[src/logic/l2w_pkg.sv]
package l2w_pkg;

    // ====================
    // Line geometry
    // ====================
    localparam int OFFSET_WIDTH = 2;
    localparam int LINE_WORDS   = 1 << OFFSET_WIDTH;

    // ====================
    // Width types
    // ====================
    typedef logic [31:0]                addr_t;     // Byte address
    typedef logic [31:0]                word_t;     // One data beat
    typedef logic [LINE_WORDS*32-1:0]   line_t;
    typedef logic [3:0]                 strb_t;
    typedef logic [7:0]                 len_t;      // Beats minus one
    typedef logic [OFFSET_WIDTH-1:0]    beat_idx_t;

    // Burst fields for a whole line
    localparam len_t  LINE_LEN  = len_t'(LINE_WORDS - 1);
    localparam strb_t FULL_STRB = 4'hf;

    // ====================
    // Arbiter FSM
    // ====================
    typedef enum logic [2:0] {
        IDLE,
        BUF_HAND,   // Line hand-off to the buffer
        DIR_AW,
        DIR_W,
        DIR_B
    } arb_state_t;

endpackage

[src/logic/l2w_axi_if.sv]
interface l2w_axi_if;
    import l2w_pkg::*;

    // Write address channel
    addr_t awaddr;
    len_t  awlen;
    logic  awvalid;
    logic  awready;

    // Write data channel
    word_t wdata;
    strb_t wstrb;
    logic  wvalid;
    logic  wready;
    logic  wlast;

    // Write response channel
    logic  bvalid;
    logic  bready;

    modport master (
        output awaddr, awlen, awvalid, wdata, wstrb, wvalid, wlast, bready,
        input  awready, wready, bvalid
    );

    modport slave (
        input  awaddr, awlen, awvalid, wdata, wstrb, wvalid, wlast, bready,
        output awready, wready, bvalid
    );

endinterface

[src/logic/l2w_line_if.sv]
interface l2w_line_if;
    import l2w_pkg::*;

    addr_t addr;
    line_t line;
    logic  req;     // Held until addr_ok
    logic  addr_ok;

    modport src (
        output addr, line, req,
        input  addr_ok
    );

    modport dst (
        input  addr, line, req,
        output addr_ok
    );

endinterface

[src/logic/burst_beat_counter.sv]
module burst_beat_counter (
    input  logic                clk,
    input  logic                rstn,
    input  logic                burst_start,
    input  logic                beat_fire,
    output l2w_pkg::beat_idx_t  beat_idx,
    output logic                beat_last
);
    import l2w_pkg::*;

    always_ff @(posedge clk or negedge rstn) begin
        if (!rstn) begin
            beat_idx <= '0;
        end else if (burst_start) begin
            beat_idx <= '0;
        end else if (beat_fire) begin
            if (beat_last) begin
                beat_idx <= '0;     // Wrap after the final word
            end else begin
                beat_idx <= beat_idx + 1'b1;
            end
        end
    end

    assign beat_last = (beat_idx == beat_idx_t'(LINE_WORDS - 1));

endmodule

[src/logic/l2_write_path.sv]
module l2_write_path (
    input  logic            clk,
    input  logic            rstn,
    // Cache side
    input  l2w_pkg::addr_t  req_addr,
    input  l2w_pkg::line_t  req_line,
    input  logic            req_valid,
    input  logic            req_uncached,
    input  l2w_pkg::strb_t  req_strb,
    output logic            req_ok,
    // AXI write port
    output l2w_pkg::addr_t  awaddr,
    output l2w_pkg::len_t   awlen,
    output logic            awvalid,
    input  logic            awready,
    output l2w_pkg::word_t  wdata,
    output l2w_pkg::strb_t  wstrb,
    output logic            wvalid,
    input  logic            wready,
    output logic            wlast,
    input  logic            bvalid,
    output logic            bready
);

    l2w_line_if line_bus ();
    l2w_axi_if  buf_axi ();

    logic               dma_lock;
    logic               buf_busy;
    l2w_pkg::beat_idx_t beat_idx;
    logic               beat_last;
    logic               beat_fire;
    logic               burst_start;

    write_arbiter arb0 (
        .clk, .rstn,
        .req_addr, .req_line, .req_valid, .req_uncached, .req_strb, .req_ok,
        .line_tx  (line_bus),
        .buf_axi  (buf_axi),
        .awaddr, .awlen, .awvalid, .awready,
        .wdata, .wstrb, .wvalid, .wready, .wlast,
        .bvalid, .bready,
        .buf_busy, .dma_lock
    );

    line_write_buffer lwb0 (
        .clk, .rstn,
        .line_rx  (line_bus),
        .axi      (buf_axi),
        .dma_lock, .buf_busy,
        .beat_idx, .beat_last, .beat_fire, .burst_start
    );

    burst_beat_counter bcnt0 (
        .clk, .rstn,
        .burst_start, .beat_fire,
        .beat_idx, .beat_last
    );

endmodule

[src/logic/line_write_buffer.sv]
module line_write_buffer (
    input  logic                clk,
    input  logic                rstn,
    l2w_line_if.dst             line_rx,
    l2w_axi_if.master           axi,
    input  logic                dma_lock,
    output logic                buf_busy,
    input  l2w_pkg::beat_idx_t  beat_idx,
    input  logic                beat_last,
    output logic                beat_fire,
    output logic                burst_start
);
    import l2w_pkg::*;

    typedef enum logic [1:0] {
        PH_EMPTY,
        PH_AW,
        PH_W,
        PH_B
    } phase_t;

    phase_t phase;
    addr_t  addr_q;
    line_t  line_q;
    logic   accept;

    assign accept = line_rx.req && line_rx.addr_ok;

    // Payload capture
    always_ff @(posedge clk) begin
        if (accept) begin
            addr_q <= line_rx.addr;
            line_q <= line_rx.line;
        end
    end

    // ====================
    // Burst phases
    // ====================
    always_ff @(posedge clk or negedge rstn) begin
        if (!rstn) begin
            phase <= PH_EMPTY;
        end else begin
            case (phase)
                PH_EMPTY: if (accept) phase <= PH_AW;
                PH_AW:    if (burst_start) phase <= PH_W;
                PH_W:     if (beat_fire && beat_last) phase <= PH_B;
                PH_B:     if (axi.bvalid) phase <= PH_EMPTY;
                default:  phase <= PH_EMPTY;
            endcase
        end
    end

    assign line_rx.addr_ok = (phase == PH_EMPTY);
    assign buf_busy        = (phase != PH_EMPTY);

    // Direct writes own the port while locked
    assign axi.awvalid = (phase == PH_AW) && !dma_lock;
    assign axi.awaddr  = addr_q;
    assign axi.awlen   = LINE_LEN;

    assign axi.wvalid  = (phase == PH_W);
    assign axi.wdata   = line_q[beat_idx*$bits(word_t) +: $bits(word_t)];
    assign axi.wstrb   = FULL_STRB;
    assign axi.wlast   = (phase == PH_W) && beat_last;

    assign axi.bready  = (phase == PH_B);

    assign burst_start = axi.awvalid && axi.awready;
    assign beat_fire   = axi.wvalid && axi.wready;

endmodule

[src/logic/write_arbiter.sv]
module write_arbiter (
    input  logic            clk,
    input  logic            rstn,
    // Cache side
    input  l2w_pkg::addr_t  req_addr,
    input  l2w_pkg::line_t  req_line,
    input  logic            req_valid,
    input  logic            req_uncached,
    input  l2w_pkg::strb_t  req_strb,
    output logic            req_ok,
    // Line buffer
    l2w_line_if.src         line_tx,
    l2w_axi_if.slave        buf_axi,
    // External AXI write port
    output l2w_pkg::addr_t  awaddr,
    output l2w_pkg::len_t   awlen,
    output logic            awvalid,
    input  logic            awready,
    output l2w_pkg::word_t  wdata,
    output l2w_pkg::strb_t  wstrb,
    output logic            wvalid,
    input  logic            wready,
    output logic            wlast,
    input  logic            bvalid,
    output logic            bready,
    input  logic            buf_busy,
    output logic            dma_lock
);
    import l2w_pkg::*;

    arb_state_t state;
    arb_state_t state_nxt;

    always_ff @(posedge clk or negedge rstn) begin
        if (!rstn) begin
            state <= IDLE;
        end else begin
            state <= state_nxt;
        end
    end

    // ====================
    // Next state
    // ====================
    always_comb begin
        state_nxt = state;
        case (state)
            IDLE: begin
                if (req_valid && !req_uncached) begin
                    state_nxt = BUF_HAND;
                end else if (req_valid && !buf_busy) begin
                    state_nxt = DIR_AW;   // Uncached waits for the buffer to drain
                end
            end
            BUF_HAND: if (line_tx.addr_ok) state_nxt = IDLE;
            DIR_AW:   if (awready) state_nxt = DIR_W;
            DIR_W:    if (wready) state_nxt = DIR_B;
            DIR_B:    if (bvalid) state_nxt = IDLE;
            default:  state_nxt = IDLE;
        endcase
    end

    assign dma_lock = (state == DIR_AW) || (state == DIR_W) || (state == DIR_B);

    assign line_tx.addr = req_addr;
    assign line_tx.line = req_line;
    assign line_tx.req  = (state == BUF_HAND);

    // ====================
    // AXI port mux
    // ====================
    always_comb begin
        // Buffer owns the port by default
        awaddr          = buf_axi.awaddr;
        awlen           = buf_axi.awlen;
        awvalid         = buf_axi.awvalid;
        wdata           = buf_axi.wdata;
        wstrb           = buf_axi.wstrb;
        wvalid          = buf_axi.wvalid;
        wlast           = buf_axi.wlast;
        bready          = buf_axi.bready;
        buf_axi.awready = awready;
        buf_axi.wready  = wready;
        buf_axi.bvalid  = bvalid;
        req_ok          = 1'b0;

        if (state == BUF_HAND) begin
            req_ok = line_tx.addr_ok;
        end

        if (dma_lock) begin
            awaddr          = req_addr;
            awlen           = '0;                           // Single beat
            awvalid         = (state == DIR_AW);
            wdata           = req_line[$bits(word_t)-1:0];  // Low word only
            wstrb           = req_strb;
            wvalid          = (state == DIR_W);
            wlast           = (state == DIR_W);
            bready          = (state == DIR_B);
            buf_axi.awready = 1'b0;
            buf_axi.wready  = 1'b0;
            buf_axi.bvalid  = 1'b0;
            req_ok          = (state == DIR_B) && bvalid;
        end
    end

endmodule

[config.mk]
export PLATFORM = sky130hd
export DESIGN_NAME = l2_write_path
export DESIGN_NICKNAME = d
export VERILOG_FILES = /design/src/logic/l2w_pkg.sv /design/src/logic/l2w_axi_if.sv /design/src/logic/l2w_line_if.sv /design/src/logic/burst_beat_counter.sv /design/src/logic/l2_write_path.sv /design/src/logic/line_write_buffer.sv /design/src/logic/write_arbiter.sv
export SDC_FILE = /design/constraint.sdc
export NUM_CORES = 1
export LEC_CHECK = 0
export BUFFER_PORTS_ARGS = -buffer_cell sky130_fd_sc_hd__buf_2
export CORE_AREA = 4 4 193 139
export CTS_CLUSTER_DIAMETER = 30
export DETAILED_ROUTE_END_ITERATION = 10
export DIE_AREA = 0 0 197 143
export SYNTH_ARGS = -nofsm -noshare
export SYNTH_HDL_FRONTEND = slang
export SYNTH_SLANG_ARGS = --single-unit
[constraint.sdc]
create_clock -name clk -period 21.7 [get_ports clk]
set_input_delay 2.17 -clock clk [delete_from_list [all_inputs] [get_ports clk]]
set_output_delay 2.17 -clock clk [all_outputs]
set_load 0.05 [all_outputs]
==> flow_summary.yaml <==
placed_design:
  port_buffers: 245
  dpl_worst_slack_ps: 16660
  dp.cells: 917
  gp_congestion: 0.752
  hpwlAfterDp_mm: 11.6
die:
  pin_count: 252
  fp.dieW_um: 197
  fp.coreArea_um2: 25100
  core.rowCount: 49
  die-height_um: 143
  die_area_um2: 28200
  start_util: 0.293
clock_tree:
  clk_pin_slew_ps: 70
  clock-sinks: 167
  h-tree-depth: 4
  cts_made_buffers: 17
  cts_tree: "built"
  postCtsSetupRepairBufs: 0
  postCtsResizedCells: 0
  cts.path.max_buffers: 2
  insertion_delay_ps: 430
  ctsHoldBuffers: 0
  cts-root-buf: "clkbuf_16"
run:
  max_cap_violations: 0
cells_and_area:
  multi_input_area_um2: 2120
  fin_nets: 782
  syn_to_final_growth_pct: 27.3
  drive_above_1_share: 0.625
  fillers: 2406
  diodes: 0
  ff_latch_area_um2: 4980
  final_cells: 949
worst_setup_path:
  crit_chain: "or3b_4 -> and2_4 -> buf_4 -> mux2_4 -> buf_2"
  cp-end-kind: "output port"
  max_stage_delay_ps: 750
  critical_path.top_delay_family: "buffers and inverters"
  setup.worst_path.start_class: "flip-flop"
  arrival_ps: 3280
  cp_max_fo: 46
  worstSetupPathType: "flip-flop to output port"
  cp.buffers_inverters: 2
  slowest_stage: "buf_4"
  cp.required_ps: 19530
yosys:
  ys_seq_elements: 167
  synth_area_per_cell_um2: 20.5
  yosysWarnings: 0
  synthCells: 359
  synth-main-ff-cell: "edfxtp_1"
  ys_async_sr_fraction: 0.0419
  synth_edf_count: 160
  synth_seq_area_share: 0.676
  synth.distinct_cells: 39
  synth_area_um2: 7360
power:
  p_leak_uw: 0.00378
  worst_ir_drop_vdd_mv: 0.0815
  power_uw: 1530
  powerDensity_nw_per_um2: 163
routing:
  dr.pass1.iters: 4
  wl_per_cell_um: 17.2
  via_per_inst: 4.34
  drt_iter0_markers: 150
  detail_route.drc_violations: 0
  totalWireLength_mm: 16.3
  vias: 4123
  postRouteAntennaNets: 0
timing:
  fin_tns_setup_ps: 0
  slew_viol_final: 0
  fin_crit_sh: 0.251
  setup_viol: 0
  period_needed_ps: 5450
  rsz0062_at_grt: "no"
  fin_hold_ws_ps: 585
  worst_pin_slew_ps: 1180
  fmax_mhz: 183
  finalWorstSetupSlack_ps: 16250
  skew_ps: 17.7
  hold_violations: 0
  maxSlewHeadroom: 0.211
global_route:
  track_usage: 0.116
  grt_pass1_wl_mm: 24.8
  antenna_found_initial: 0
  grt_start_max_net_pins: 75
  grt_pass1_vias: 4316
  grt.overflow.total: 0
min_path:
  hold_class: "flip-flop to flip-flop"
status:
  status: "complete, no violations"
[stage by stage]
stage / instance area (µm²) / utilization
5_1_grt: 9380 / 0.373
3_5_place_dp: 8800 / 0.350
3_3_place_gp: 8800 / 0.350
6_report: 9380 / 0.373
4_1_cts: 9380 / 0.373
2_1_floorplan: 7380 / -
[synth_stat cells, types with 2 or more instances]
cell / instances / share of area
inv_1: 8 / 0.0041
buf_2: 4 / 0.0027
a21oi_1: 4 / 0.0027
a22o_1: 2 / 0.0024
buf_4: 7 / 0.0071
a41oi_1: 2 / 0.0024
nand2_1: 9 / 0.0046
mux2_4: 64 / 0.13
or2_2: 4 / 0.0034
a31oi_1: 2 / 0.0017
nor2_1: 8 / 0.0041
mux4_2: 32 / 0.098
buf_6: 2 / 0.0031
buf_12: 7 / 0.019
dfrtp_1: 7 / 0.024
ha_1: 6 / 0.010
clkbuf_1: 6 / 0.0031
a211oi_1: 5 / 0.0051
edfxtp_1: 160 / 0.65
[worst paths after layout]
path	from	end	slack, ps	depth (start not counted)
hold reg to reg	lwb0.phase[1]$_DFFE_PN0P_	lwb0.phase[1]$_DFFE_PN0P_	580	1
max in group asynchronous	rstn	bcnt0.beat_idx[0]$_DFFE_PN0P_	19920	1
min in group asynchronous	rstn	arb0.state[1]$_DFFE_PN0P_	1580	1
setup / recovery	arb0.state[1]$_DFFE_PN0P_	wdata[11]	16250	5
setup reg to reg	arb0.state[0]$_DFFE_PN0P_	lwb0.line_q[16]$_DFFE_PP_	18520	5
hold / removal	lwb0.phase[1]$_DFFE_PN0P_	lwb0.phase[1]$_DFFE_PN0P_	580	1
[cell families (layout without fill, tap and decap cells)]
| group | after synthesis | after routing | share of synthesized area |
|---|---|---|---|
| fa+ha+maj | 6 | 6 | 0.0102 |
| simple gates | 32 | 32 | 0.0228 |
| buf+inv | 35 | 289 | 0.0398 |
| other cells | 1 | 6 | 0.000509 |
| flops | 167 | 167 | 0.676 |
| compound gates | 21 | 21 | 0.0206 |
| mux | 97 | 97 | 0.230 |
[final cells by class]
cell class | instances | area share
multi-input cells | 162 | 0.226
inverters | 8 | 0.00320
repair buffers | 249 | 0.134
flip-flops and latches | 167 | 0.531
well taps | 331 | 0.0442
clock buffers | 18 | 0.0458
clock inverters | 14 | 0.0157
[metal layers]
| metal | wire length [µm] | track usage | share of wire |
|---|---|---|---|
| met5 | 0 | 0 | 0 |
| met4 | 161 | 0.0328 | 0.0099 |
| met3 | 1280 | 0.0483 | 0.079 |
| met2 | 7500 | 0.174 | 0.46 |
| met1 | 7380 | 0.156 | 0.45 |
[power breakdown]
| part | internal (µW) | switching, µW |
|---|---|---|
| Clock | 170 | 129 |
| Combinational | 252 | 478 |
| Sequential | 463 | 39.7 |
[cells in the final DEF (no fill, tap or decap), types with 2 or more instances in the layout]
| cell type | instances |
|---|---|
| bufinv_16 | 2 |
| conb_1 | 6 |
| ha_1 | 6 |
| a31oi_1 | 2 |
| a21oi_1 | 4 |
| or2_2 | 4 |
| dfrtp_2 | 2 |
| mux4_2 | 32 |
| buf_4 | 4 |
| clkinv_2 | 3 |
| clkbuf_16 | 17 |
| dfrtp_1 | 5 |
| a211oi_1 | 5 |
| clkinvlp_4 | 5 |
| a41oi_1 | 2 |
| inv_1 | 8 |
| buf_2 | 245 |
| nor2_1 | 7 |
| a22o_1 | 2 |
| nand2_1 | 9 |
| edfxtp_1 | 160 |
| mux2_4 | 64 |
| inv_6 | 4 |
[flip-flops by register name (all words and copies together) (netlist names)]
signal and count:
lwb0.line_q 128, bcnt0.beat_idx 2, lwb0.axi.awaddr 32, arb0.state 3, lwb0.phase 2
No activity file was read; power rests on OpenSTA's default activity.
